[src/rtl/cnu_pkg.sv]
package cnu_pkg;

	//////////////////////////////
	// check node geometry
	//////////////////////////////

	localparam int CNU_DEG = 20;     // messages per check node
	localparam int MSG_W = 6;        // sign + magnitude
	localparam int MAG_W = MSG_W - 1;

	// pair sort is one level, merges follow
	localparam int TREE_LEVELS = 4;  // 10 -> 5 -> 3 -> 2 -> 1

	// abs stage + sort + merges + output register
	localparam int CNU_LATENCY = 7;

	//////////////////////////////
	// message types
	//////////////////////////////

	typedef logic [MSG_W-1:0] msg_t;     // {sign, magnitude}
	typedef logic [MAG_W-1:0] mag_t;

	// message i sits at slice i of each vector
	typedef logic [CNU_DEG*MSG_W-1:0] msg_vec_t;
	typedef logic [CNU_DEG*MAG_W-1:0] mag_vec_t;
	typedef logic [CNU_DEG-1:0] sign_vec_t;

endpackage

[src/rtl/c2v_select.sv]
`timescale 1ns/1ns

module c2v_select
	import cnu_pkg::*;
(
	input  logic      clk,
	input  logic      rst,
	input  logic      s1_valid,
	input  mag_vec_t  s1_mag,
	input  sign_vec_t s1_sign,
	input  logic      s1_parity,
	input  logic      min_valid,
	input  mag_t      min1,
	input  mag_t      min2,
	output logic      out_valid,
	output msg_vec_t  c2v
);

	// one slot per tree level, last slot lines up with min1/min2
	mag_vec_t  dly_mag    [TREE_LEVELS+1];
	sign_vec_t dly_sign   [TREE_LEVELS+1];
	logic      dly_parity [TREE_LEVELS+1];

	msg_vec_t  c2v_d;

	//////////////////////////////
	// delay line
	//////////////////////////////

	always_ff @(posedge clk) begin
		if (s1_valid) begin
			dly_mag[0] <= s1_mag;       // idle slots keep stale data
			dly_sign[0] <= s1_sign;
			dly_parity[0] <= s1_parity;
		end
		for (int k = 1; k <= TREE_LEVELS; k++) begin
			dly_mag[k] <= dly_mag[k-1];
			dly_sign[k] <= dly_sign[k-1];
			dly_parity[k] <= dly_parity[k-1];
		end
	end

	//////////////////////////////
	// output messages
	//////////////////////////////

	always_comb begin
		msg_t msg;
		mag_t mag_i;

		c2v_d = '0;
		for (int i = 0; i < CNU_DEG; i++) begin
			mag_i = dly_mag[TREE_LEVELS][i*MAG_W +: MAG_W];
			msg[MSG_W-1] = dly_parity[TREE_LEVELS] ^ dly_sign[TREE_LEVELS][i];    // own sign out
			msg[MAG_W-1:0] = (mag_i == min1) ? min2 : min1;    // owner of min sees min2
			c2v_d[i*MSG_W +: MSG_W] = msg;
		end
	end

	always_ff @(posedge clk) begin
		if (rst) begin
			out_valid <= 1'b0;
		end else begin
			out_valid <= min_valid;
		end
	end

	always_ff @(posedge clk) begin
		if (min_valid) begin
			c2v <= c2v_d;
		end
	end

endmodule

[src/rtl/ldpc_cnu_top.sv]
`timescale 1ns/1ns

module ldpc_cnu_top
	import cnu_pkg::*;
(
	input  logic     clk,
	input  logic     rst,
	input  logic     in_valid,
	input  msg_vec_t v2c,
	output logic     out_valid,
	output msg_vec_t c2v
);

	logic      s1_valid;
	mag_vec_t  s1_mag;
	sign_vec_t s1_sign;
	logic      s1_parity;

	logic      min_valid;
	mag_t      min1;
	mag_t      min2;

	//////////////////////////////
	// stage 1
	//////////////////////////////

	v2c_abs_stage u_abs (
		.clk       (clk),
		.rst       (rst),
		.in_valid  (in_valid),
		.v2c       (v2c),
		.s1_valid  (s1_valid),
		.s1_mag    (s1_mag),
		.s1_sign   (s1_sign),
		.s1_parity (s1_parity)
	);

	//////////////////////////////
	// min search, 5 cycles
	//////////////////////////////

	min_tree u_tree (
		.clk       (clk),
		.rst       (rst),
		.s1_valid  (s1_valid),
		.s1_mag    (s1_mag),
		.min_valid (min_valid),
		.min1      (min1),
		.min2      (min2)
	);

	//////////////////////////////
	// output select
	//////////////////////////////

	c2v_select u_sel (
		.clk       (clk),
		.rst       (rst),
		.s1_valid  (s1_valid),
		.s1_mag    (s1_mag),
		.s1_sign   (s1_sign),
		.s1_parity (s1_parity),
		.min_valid (min_valid),
		.min1      (min1),
		.min2      (min2),
		.out_valid (out_valid),
		.c2v       (c2v)
	);

endmodule

[src/rtl/min_tree.sv]
`timescale 1ns/1ns

module min_tree
	import cnu_pkg::*;
(
	input  logic     clk,
	input  logic     rst,
	input  logic     s1_valid,
	input  mag_vec_t s1_mag,
	output logic     min_valid,
	output mag_t     min1,
	output mag_t     min2
);

	// number of (min1, min2) pairs held at a given level, level 1 is the sort
	function automatic int pair_cnt(input int level);
		int n;

		n = CNU_DEG / 2;
		for (int i = 1; i < level; i++) begin
			n = (n + 1) / 2;    // odd pair rides along
		end
		return n;
	endfunction

	//////////////////////////////
	// tree levels
	//////////////////////////////

	for (genvar l = 1; l <= TREE_LEVELS + 1; l++) begin : g_lvl
		logic vld_in;
		logic vld_q;

		if (l == 1) begin : g_vin
			assign vld_in = s1_valid;
		end else begin : g_vin
			assign vld_in = g_lvl[l-1].vld_q;
		end

		always_ff @(posedge clk) begin
			if (rst) begin
				vld_q <= 1'b0;
			end else begin
				vld_q <= vld_in;
			end
		end

		for (genvar p = 0; p < pair_cnt(l); p++) begin : g_pair
			mag_t lo_d;
			mag_t hi_d;
			mag_t lo_q;    // smaller of the pair
			mag_t hi_q;

			if (l == 1) begin : g_sort
				mag_t a;
				mag_t b;

				assign a = s1_mag[(2*p)*MAG_W +: MAG_W];
				assign b = s1_mag[(2*p+1)*MAG_W +: MAG_W];
				assign lo_d = (b < a) ? b : a;
				assign hi_d = (b < a) ? a : b;
			end else if (2*p + 1 < pair_cnt(l - 1)) begin : g_merge
				mag_t a1;
				mag_t a2;
				mag_t b1;
				mag_t b2;

				assign a1 = g_lvl[l-1].g_pair[2*p].lo_q;
				assign a2 = g_lvl[l-1].g_pair[2*p].hi_q;
				assign b1 = g_lvl[l-1].g_pair[2*p+1].lo_q;
				assign b2 = g_lvl[l-1].g_pair[2*p+1].hi_q;

				// keep the two smallest of four
				always_comb begin
					if (a1 <= b1) begin
						lo_d = a1;
						hi_d = (a2 < b1) ? a2 : b1;
					end else begin
						lo_d = b1;
						hi_d = (b2 < a1) ? b2 : a1;
					end
				end
			end else begin : g_pass
				assign lo_d = g_lvl[l-1].g_pair[2*p].lo_q;    // leftover pair
				assign hi_d = g_lvl[l-1].g_pair[2*p].hi_q;
			end

			always_ff @(posedge clk) begin
				if (vld_in) begin
					lo_q <= lo_d;
					hi_q <= hi_d;
				end
			end
		end
	end

	//////////////////////////////
	// tree root
	//////////////////////////////

	assign min_valid = g_lvl[TREE_LEVELS+1].vld_q;
	assign min1 = g_lvl[TREE_LEVELS+1].g_pair[0].lo_q;
	assign min2 = g_lvl[TREE_LEVELS+1].g_pair[0].hi_q;

endmodule

[src/rtl/v2c_abs_stage.sv]
`timescale 1ns/1ns

module v2c_abs_stage
	import cnu_pkg::*;
(
	input  logic      clk,
	input  logic      rst,
	input  logic      in_valid,
	input  msg_vec_t  v2c,
	output logic      s1_valid,
	output mag_vec_t  s1_mag,
	output sign_vec_t s1_sign,
	output logic      s1_parity
);

	mag_vec_t  mag_d;
	sign_vec_t sign_d;

	//////////////////////////////
	// split sign and magnitude
	//////////////////////////////

	always_comb begin
		msg_t msg;

		mag_d = '0;
		sign_d = '0;
		for (int i = 0; i < CNU_DEG; i++) begin
			msg = v2c[i*MSG_W +: MSG_W];
			sign_d[i] = msg[MSG_W-1];                    // msb carries the sign
			mag_d[i*MAG_W +: MAG_W] = msg[MAG_W-1:0];    // already sign-magnitude
		end
	end

	//////////////////////////////
	// stage 1 registers
	//////////////////////////////

	always_ff @(posedge clk) begin
		if (rst) begin
			s1_valid <= 1'b0;
		end else begin
			s1_valid <= in_valid;
		end
	end

	always_ff @(posedge clk) begin
		if (in_valid) begin
			s1_mag <= mag_d;
			s1_sign <= sign_d;
			s1_parity <= ^sign_d;    // shared by all outputs
		end
	end

endmodule

[config.mk]
export PLATFORM = sky130hd
export DESIGN_NAME = ldpc_cnu_top
export DESIGN_NICKNAME = d
export VERILOG_FILES = /design/src/rtl/cnu_pkg.sv /design/src/rtl/c2v_select.sv /design/src/rtl/ldpc_cnu_top.sv /design/src/rtl/min_tree.sv /design/src/rtl/v2c_abs_stage.sv
export SDC_FILE = /design/constraint.sdc
export NUM_CORES = 1
export LEC_CHECK = 0
export BUFFER_PORTS_ARGS = -buffer_cell sky130_fd_sc_hd__buf_2
export CORE_MARGIN = 2
export CORE_UTILIZATION = 25
export CTS_CLUSTER_SIZE = 8
export DETAILED_ROUTE_END_ITERATION = 10
export SLEW_MARGIN = 20
export SYNTH_ARGS = -nofsm -noshare
export SYNTH_HDL_FRONTEND = slang
export SYNTH_SLANG_ARGS = --single-unit
[constraint.sdc]
create_clock -name clk -period 11.15 [get_ports clk]
set_input_delay 1.115 -clock clk [delete_from_list [all_inputs] [get_ports clk]]
set_output_delay 1.115 -clock clk [all_outputs]
set_load 0.05 [all_outputs]
---- Yosys cells after proc, flatten, opt, wreduce, memory -nomap -nowiden ----
Memory sizes are Yosys's and may differ from the RTL's.
Index checks and enable logic that the tools add are counted.
storage, ports and cells
  ROM bits ................................ 0
  word-level logic and storage cells ...... 212
  bits in latches ......................... 0
  bits in writable memories ............... 605
  memories kept ........................... 3
  bits of input ports ..................... 123
  register bits ........................... 458
operators by class
  add/subtract/negate cells ............... 0
  multiplexer cells ....................... 78
  shifts and indexed selects .............. 0
  div/mod/pow operators ................... 0
  multiply operators ...................... 0
  eq/ne operators ......................... 20
  reductions and logical operators ........ 1
  bitwise gates (word level) .............. 20
  order comparisons ....................... 37
memories
  name              words  width  read ports  clocked after memory_dff  wr ports  line              RTL
  u_sel.dly_mag     5      100    5           0                         5         c2v_select.sv:20  mag_vec_t dly_mag [TREE_LEVELS+1];
  u_sel.dly_sign    5      20     5           0                         5         c2v_select.sv:21  sign_vec_t dly_sign [TREE_LEVELS+1];
  u_sel.dly_parity  5      1      5           0                         5         c2v_select.sv:22  logic dly_parity [TREE_LEVELS+1];
operators by type and width
  cell                count
  $mux W5             76
  $lt A5 B5 Y1        28
  $eq A5 B5 Y1        20
  $le A5 B5 Y1        9
  $reduce_xor A20 Y1  1
  $xor A1 B1 Y1       20
  $mux W1             2

---- Logic depth before layout (Yosys ltp) ----
Gate-level depths: netlist of the first run.
  depth in word-level cells ............... 3
  mapped depth ............................ 9

---- By module ----
From an unflattened synthesis of the first run, not the netlist that was laid out.
unflattened totals
  cells, all modules ...................... 2,240
  area, all modules ....................... 37,164.4 µm²
modules (own cells, without submodules)
  module         times used  area each (µm²)  cells each
  c2v_select     1           19,807.7         1,031
  min_tree       1           13,518.0         1,068
  v2c_abs_stage  1           3,838.7          141

---- Worst setup path after synthesis of the first run ----
OpenSTA, ideal clock, no wires.
  kind .................................... flip-flop to flip-flop
  start ................................... register u_abs.s1_valid
  end ..................................... memory u_sel.dly_mag[0][0] (netlist bit), enable pin
  library setup time ...................... 603 ps
  data required time ...................... 10,547 ps
  stages on the path, launching flop included .. 1
  setup slack ............................. 5,420 ps
  buffers on the path ..................... 0
  data arrival time ....................... 5,127 ps
  clock period less this slack ............ 5,730 ps
  cells stage by stage .................... dfxtp_1
RTL lines
  item                    line                 RTL
  start, declared         v2c_abs_stage.sv:10  output logic s1_valid,
  start signal, assigned  v2c_abs_stage.sv:43  s1_valid <= in_valid;
  end, declared           c2v_select.sv:20

---- Worst setup path after layout of the first run ----
  start ................................... register u_tree.g_lvl[5].g_pair[0].lo_q[0], in the netlist u_tree.min1[0]
  end ..................................... register u_sel.c2v[3], data pin
on the way
  longest elaborated chain between the ends .. 2
RTL lines
  item                    line              RTL
  start, declared         min_tree.sv:51    mag_t lo_q;
  start signal, assigned  min_tree.sv:90    lo_q <= lo_d;
  $eq A5 B5 Y1            c2v_select.sv:55  msg[MAG_W-1:0] = (mag_i == min1) ? min2 : min1;
  $mux W5                 c2v_select.sv:55
  via u_sel.c2v_d[3]      c2v_select.sv:24  msg_vec_t c2v_d;
  end signal, assigned    c2v_select.sv:70  c2v <= c2v_d;
  end, declared           c2v_select.sv:16  output msg_vec_t c2v
The timed path passes the listed nets, and every way through them passes these cells.
A chain may end at the register's enable or synchronous reset.

==> run_results.csv, run 1 <==
group,metric,value,unit
place,gp_congestion,0.801,
route,drc_errors,0,
setup_path,ff2ff_path_depth,5,
setup_path,critPathMaxFanout,24,
route,vias,19300,
route,routedWlPerCell,17.5,um
synth,synthArstFlopShare,0,%
route,totalWireLength,83.5,mm
global_routing,grt_pass1_vias,19300,
clocking,cts_hold_buffers,0,
setup_path,cp-startpoint,"u_tree.min1[0]$_DFFE_PP_",
route,ant_nets,0,
synth,ys.flop_type,"edfxtp_1",
synth,synth_area,37300,um^2
setup_path,required,11630,ps
timing,clock_skew,33.3,ps
synth,synth.top_cell.area_share,46.0,%
synth,ys_ff_latch,1063,
setup_path,r2r-start,"u_tree.min1[0]$_DFFE_PP_",
clocking,cts_buffers,152,
global_routing,grt_overflow_total,0,
synth,ys_warn_count,0,
floorplanning,die_x,390,um
route,vias_per_cell,4.04,
floorplanning,rows,141,
pwr,p_per_area,208,nW/um^2
synth,synth_edf_count,572,
pwr,p_switching,2.13,mW
place,place_ws,8100,ps
timing,finalSetupViolCount,0,
clocking,clockRootBuffer,"clkbuf_16",
clocking,cts.sinks,1063,
finish,final_cell_area,45500,um^2
pwr,seq_power_share,48.4,%
setup_path,startpoint_type,"flop",
setup_path,worst_setup_path_end_kind,"flop",
floorplanning,chipHeight,390,um
timing,tightest_slew,1060,ps
timing,rsz0062_at_grt,"no",
place,dp_cells,4494,
clocking,cts_max_path_buffers,3,
floorplanning,die-area,152000,um^2
global_routing,grt_pass1_wl,123,mm
timing,relSlewSlack,29.7,%
clocking,htreeDepth,4,
clocking,clk_latency,760,ps
setup_path,r2r_setup_slack,8050,ps
timing,period_share,27.8,%
place,port_buffers,243,
timing,min_period,3100,ps
floorplanning,io_pins,244,
timing,fmax,322,MHz
floorplanning,core_region_area,148000,um^2
finish,synthToLayoutAreaGrowth,21.9,%
min_path,min_path_type,"flop to flop",
finish,instances_no_fill,4767,
pwr,vdd_drop_max,0.123,mV
synth,syn_nets,2638,
finish,final_util,30.7,%
pwr,pwr-share-comb,6.4,%
synth,netlist_instances,2358,
clocking,cts_tree,"done",
clocking,clk_pin_slew,60,ps
place,place_hpwl,57.6,mm
synth,yosys.area.top_type,"edfxtp_1",
timing,finalMaxSlewViolations,0,
outcome,run_status,"finished, final reports clean",
global_routing,grt.total_usage,10.9,%
pwr,clkPwrFrac,45.2,%
route,drt-initial-drc-count,1187,
setup_path,cp_data_arrival_time,3590,ps
synth,synth_cell_types,33,
finish,drive_gt1_share,24.8,%
setup_path,r2r_end,"u_sel.c2v[3]$_DFFE_PP_",
synth,synth_area_leaders,"edfxtp_1 (46%), dfxtp_1 (26%), mux2_2 (7.2%), ha_1 (5.3%), xor2_1 (1.9%)",
timing,worst_slack,8050,ps
synth,synth_area_per_cell,15.8,um^2
synth,yosysSeqAreaShare,72.4,%
place,dpl-instance-area,40900,um^2
pwr,internal_power,7.31,mW
flow_run,cap_violations,0,
setup_path,crit_type,"flop to flop",
timing,hold_viol,0,
global_routing,antenna_found_initial,12,
global_routing,grt_max_degree,73,
pwr,leakage,17.9,nW
timing,setup_tns,0,ps
min_path,hold_depth,0,
floorplanning,start_util,25.2,%
min_path,min_to,"u_sel.dly_mag[0][340]$_DFF_P_",
min_path,hp-start,"u_sel.dly_mag[0][240]$_DFF_P_",
clocking,cts_setup_buffers,0,
route,firstDrtPassIters,5,
clocking,post_cts_resized,0,
pwr,sw_frac_of_total,22.5,%
finish,final_nets,2999,
sequential cells by signal, summed over array words and instances (netlist names), 4 cells and up:
signal	flops
u_abs.s1_sign	20
u_sel.dly_sign	100
u_tree.g_lvl.g_pair.hi_q	100
u_abs.s1_mag	100
u_sel.dly_parity	5
u_tree.g_lvl.g_pair.lo_q	100
u_tree.g_lvl.vld_q	4
u_sel.c2v	120
u_sel.dly_mag	500
u_tree.min2	5
u_tree.min1	5
power groups by stage:
stage / Combinational (mW) / Clock (mW) / Sequential, mW
floorplan: 0.454 / 0 / 4.59
global placement: 0.597 / 0 / 4.64
detailed placement: 0.604 / 0 / 4.65
CTS: 0.611 / 4.41 / 4.57
global route: 0.677 / 4.60 / 4.59
finish: 0.606 / 4.26 / 4.57
through the flow:
| stage | hold slack [ps] | power [mW] |
|---|---|---|
| finish | 303 | 9.44 |
| global route | 307 | 9.86 |
| CTS | 297 | 9.59 |
| detailed placement | 312 | 5.25 |
| global placement | 310 | 5.24 |
| floorplan | 310 | 5.05 |
layout by cell type, fill, tap and decap left out, types with 3 or more instances in the layout:
cell	instances
edfxtp_1	572
dfxtp_1	487
buf_2	242
mux2_2	239
ha_1	157
clkbuf_16	152
inv_1	130
nand2_1	114
clkbuf_1	98
xor2_1	81
a21o_1	59
xnor2_1	58
nor2_1	52
o21ai_0	51
a22oi_1	38
a21oi_1	37
and3b_1	31
o32a_1	30
nand2b_1	28
mux2i_1	25
nand3_1	21
nor3_1	20
nor2b_1	17
buf_4	15
a21oi_2	11
a21oi_4	10
clkinv_16	10
nand4_1	8
o32ai_4	7
o21ai_1	7
a211oi_1	5
diode_2	3
clkinv_8	3
how the worst max path moves through the flow:
stage	endpoint	slack (ps)	depth (start not counted)
4_1_cts	u_sel.c2v[49]$_DFFE_PP_	8040	5
6_report	u_sel.c2v[3]$_DFFE_PP_	8050	5
2_1_floorplan	u_sel.dly_mag[0][0]$_DFFE_PP_	5420	0
5_1_grt	u_sel.c2v[3]$_DFFE_PP_	7810	5
3_5_place_dp	u_sel.c2v[49]$_DFFE_PP_	8100	5
3_3_place_gp	u_sel.c2v[0]$_DFFE_PP_	8120	5
per-layer routing:
layer / GRT usage, % / routed length, um
met1: 14.7 / 38100
met4: 3.78 / 1730
met5: 0 / 23
met2: 16.9 / 37600
met3: 2.98 / 6020
Yosys cell counts (20+ instances only):
master and n:
nand2b_1 28, o21ai_0 51, inv_1 130, xnor2_1 58
nor3_1 20, clkbuf_1 35, xor2_1 81, nand2_1 114
dfxtp_1 491, ha_1 157, and3b_1 31, a21oi_1 37
a22oi_1 38, mux2i_1 25, nand3_1 21, a21o_1 59
mux2_2 239, o32a_1 30, edfxtp_1 572, nor2_1 52
cell type report:
type | count | area, um^2
repair buffers | 259 | 1350
inverters | 130 | 488
clock inverters | 17 | 399
flip-flops and latches | 1063 | 27000
clock buffers | 252 | 4200
fillers | 14500 | 103000
diodes | 3 | 7.51
multi-input cells | 1113 | 9600
well taps | 1930 | 2410
cell families (layout without fill, tap and decap cells):
kind of cell | Yosys count | in the layout | share of synthesized area, %
xor gates and xnor gates | 139 | 139 | 3.26
buffers and inverters | 182 | 658 | 1.89
AOI/OAI and AO/OA | 261 | 261 | 5.48
and+or+nand+nor | 292 | 292 | 3.85
other | 0 | 3 | 0
DFF | 1063 | 1063 | 72.4
adders and majority gates | 157 | 157 | 5.26
muxes | 264 | 264 | 7.88
critical path, cell delays in order (launching register included):
cell      delay [ps]
edfxtp_1         880
buf_4            560
xor2_1           130
nor3_1           200
nand3_1          540
mux2_2           490
No activity file was read; power rests on OpenSTA's default activity.
==> run 2: changes to the inputs <==
==> constraint.sdc (replaced) <==
create_clock -name clk -period 2.8 [get_ports clk]
set_input_delay 0.28 -clock clk [delete_from_list [all_inputs] [get_ports clk]]
set_output_delay 0.28 -clock clk [all_outputs]
set_load 0.05 [all_outputs]
==> run 2 against run 1 <==
Compared with the run above: sequential share of layout area shrank 1.9 points; setup slack lost 7700 ps; routed wire length shrank 1.6%; non-clock buffer count grew 159; worst hold slack lost 62 ps; via count grew 3.2%; combinational power grew to 4.4 times the previous value; cell area grew 3.3%; critical path type unchanged; critical endpoint is now u_tree.g_lvl[3].g_pair[0].hi_q[4]$_DFFE_PP_.
==> run_results.csv, run 2 (synthesis results as in run 1) <==
group,metric,value,unit
finish,final_nets,3159,
clocking,cts_hold_buffers,122,
min_path,min_path_type,"input pin to flop",
route,vias,19900,
floorplanning,chipHeight,390,um
global_routing,antenna_found_initial,6,
timing,tightest_slew,954,ps
finish,synthToLayoutAreaGrowth,26.0,%
route,drc_errors,0,
route,topRoutingLayerUsed,"met5",
route,vias_per_cell,4.03,
pwr,clkPwrFrac,45.0,%
place,place_hpwl,55.9,mm
setup_path,path_cells,"inv_1 -> ha_1 -> a21o_1 -> a21oi_1 -> nor2b_1 -> o32ai_4 -> nand2_1 -> o32a_1",
clocking,cts_max_path_buffers,3,
floorplanning,rows,141,
route,met3_length,4.72,mm
pwr,seq_power_share,48.0,%
timing,fmax,402,MHz
global_routing,grt_pass1_wl,123,mm
timing,clock_skew,40.5,ps
setup_path,crit_type,"flop to flop",
global_routing,grt_overflow_total,0,
route,drt-initial-drc-count,1264,
pwr,p_switching,8.42,mW
place,place_ws,334,ps
finish,drive_gt1_share,24.7,%
floorplanning,die_x,390,um
timing,worst_slack,314,ps
clocking,cts_setup_buffers,0,
setup_path,worst_setup_path_end_kind,"flop",
route,ant_nets,0,
clocking,cts_tree,"done",
finish,largestRegisters,"u_sel.dly_mag x500, u_sel.c2v x120",
finish,largest_register,"u_sel.dly_mag",
timing,period_share,88.8,%
setup_path,cp_num_buf_inv,1,
route,firstDrtPassIters,6,
route,routedWlPerCell,16.7,um
route,totalWireLength,82.1,mm
route,wl_met1,37.7,mm
finish,largest_reg_flops,500,
timing,finalSetupViolCount,0,
setup_path,required,3290,ps
clocking,htreeDepth,4,
global_routing,grt.total_usage,10.8,%
pwr,leakage,18.6,nW
flow_run,cap_violations,0,
pwr,internal_power,29.4,mW
timing,relSlewSlack,36.3,%
clocking,clk_pin_slew,50,ps
finish,mostFrequentLayoutCells,"edfxtp_1 (572), dfxtp_1 (488), buf_2 (242)",
pwr,pwr-share-comb,7.0,%
setup_path,crit_family,"compound AO/OA/AOI/OAI gates",
timing,finalMaxSlewViolations,0,
timing,min_period,2490,ps
floorplanning,core_region_area,148000,um^2
floorplanning,io_pins,244,
setup_path,cp_data_arrival_time,2980,ps
finish,final_common_cell,"edfxtp_1",
clocking,clockRootBuffer,"clkbuf_16",
pwr,vdd_drop_max,0.523,mV
setup_path,critPathMaxStageDelay,590,ps
floorplanning,start_util,25.2,%
timing,setup_tns,0,ps
clocking,clk_latency,750,ps
pwr,total_power,37.8,mW
place,port_buffers,243,
clocking,post_cts_resized,0,
floorplanning,die-area,152000,um^2
timing,rsz0062_at_grt,"no",
pwr,sw_frac_of_total,22.3,%
route,wl_met2,37.7,mm
setup_path,critPathMaxFanout,17,
place,gp_congestion,0.817,
setup_path,critPathSlowestCell,"o32ai_4",
pwr,p_per_area,804,nW/um^2
global_routing,grt_pass1_vias,20200,
timing,hold_viol,0,
outcome,run_status,"finished, final reports clean",
setup_path,startpoint_type,"flop",
global_routing,grt_max_degree,87,
clocking,cts_buffers,153,
clocking,cts.sinks,1063,
## run 2: changes by cell type in the layout (fill, tap and decap cells not counted), sizes merged
cell / delta
clkbuf: +6
dlygate4sd3: +122
inv: +3
buf: +37
clkinv: -2
## run 2: worst register-to-register path, cell delays in order (launching register included)
cell,delay (ps)
edfxtp_1,430
inv_1,120
ha_1,250
a21o_1,180
a21oi_1,140
nor2b_1,90
o32ai_4,590
nand2_1,110
o32a_1,310
## run 2: cell type report
class	count	area [um^2]
timing repair buffer	418	2950
inverter	130	488
tap	1930	2410
antenna	3	7.51
fill	14400	101000
clock inverter	18	221
clock buffer	258	4300
sequential	1063	27000
multi-input combinational	1113	9600
## run 2: final timing paths
| path | startpoint | slack (ps) | cells after the start | end |
|---|---|---|---|---|
| min reg2reg | u_sel.dly_mag[0][330]$_DFF_P_ | 300 | 0 | u_sel.dly_mag[0][430]$_DFF_P_ |
| max | u_tree.g_lvl[2].g_pair[1].lo_q[2]$_DFFE_PP_ | 310 | 8 | u_tree.g_lvl[3].g_pair[0].hi_q[4]$_DFFE_PP_ |
| max reg2reg | u_tree.g_lvl[2].g_pair[1].lo_q[2]$_DFFE_PP_ | 310 | 8 | u_tree.g_lvl[3].g_pair[0].hi_q[4]$_DFFE_PP_ |
| min | v2c[27] | 240 | 2 | u_abs.s1_mag[23]$_DFFE_PP_ |
## run 2: layer usage
metal	up-vias	global-route usage, %
met5	-	0
met4	2	4.15
met3	142	2.76
met2	541	17.0
met1	9561	14.2
li1	9617	-
## run 2: power groups by stage
stage          clock network [mW]  registers (mW)  logic [mW]
2_1_floorplan                   0            18.3        1.81
3_3_place_gp                    0            18.5        2.48
3_5_place_dp                    0            18.5        2.52
4_1_cts                      17.6            18.2        2.68
5_1_grt                      18.2            18.3        2.96
6_report                     17.0            18.2        2.65
## run 2: through the flow
| step | cells | hold WS (ps) | cell area, um^2 | utilization (%) |
|---|---|---|---|---|
| 3_5_place_dp | 4532 | 312 | 41300 | 27.9 |
| 4_1_cts | 4930 | 165 | 47000 | 31.7 |
| 6_report | 4933 | 241 | 47000 | 31.8 |
| 5_1_grt | 4931 | 190 | 47000 | 31.8 |
| 3_3_place_gp | 4532 | 310 | 41300 | 27.9 |
| 2_1_floorplan | 2358 | 310 | 37300 | - |
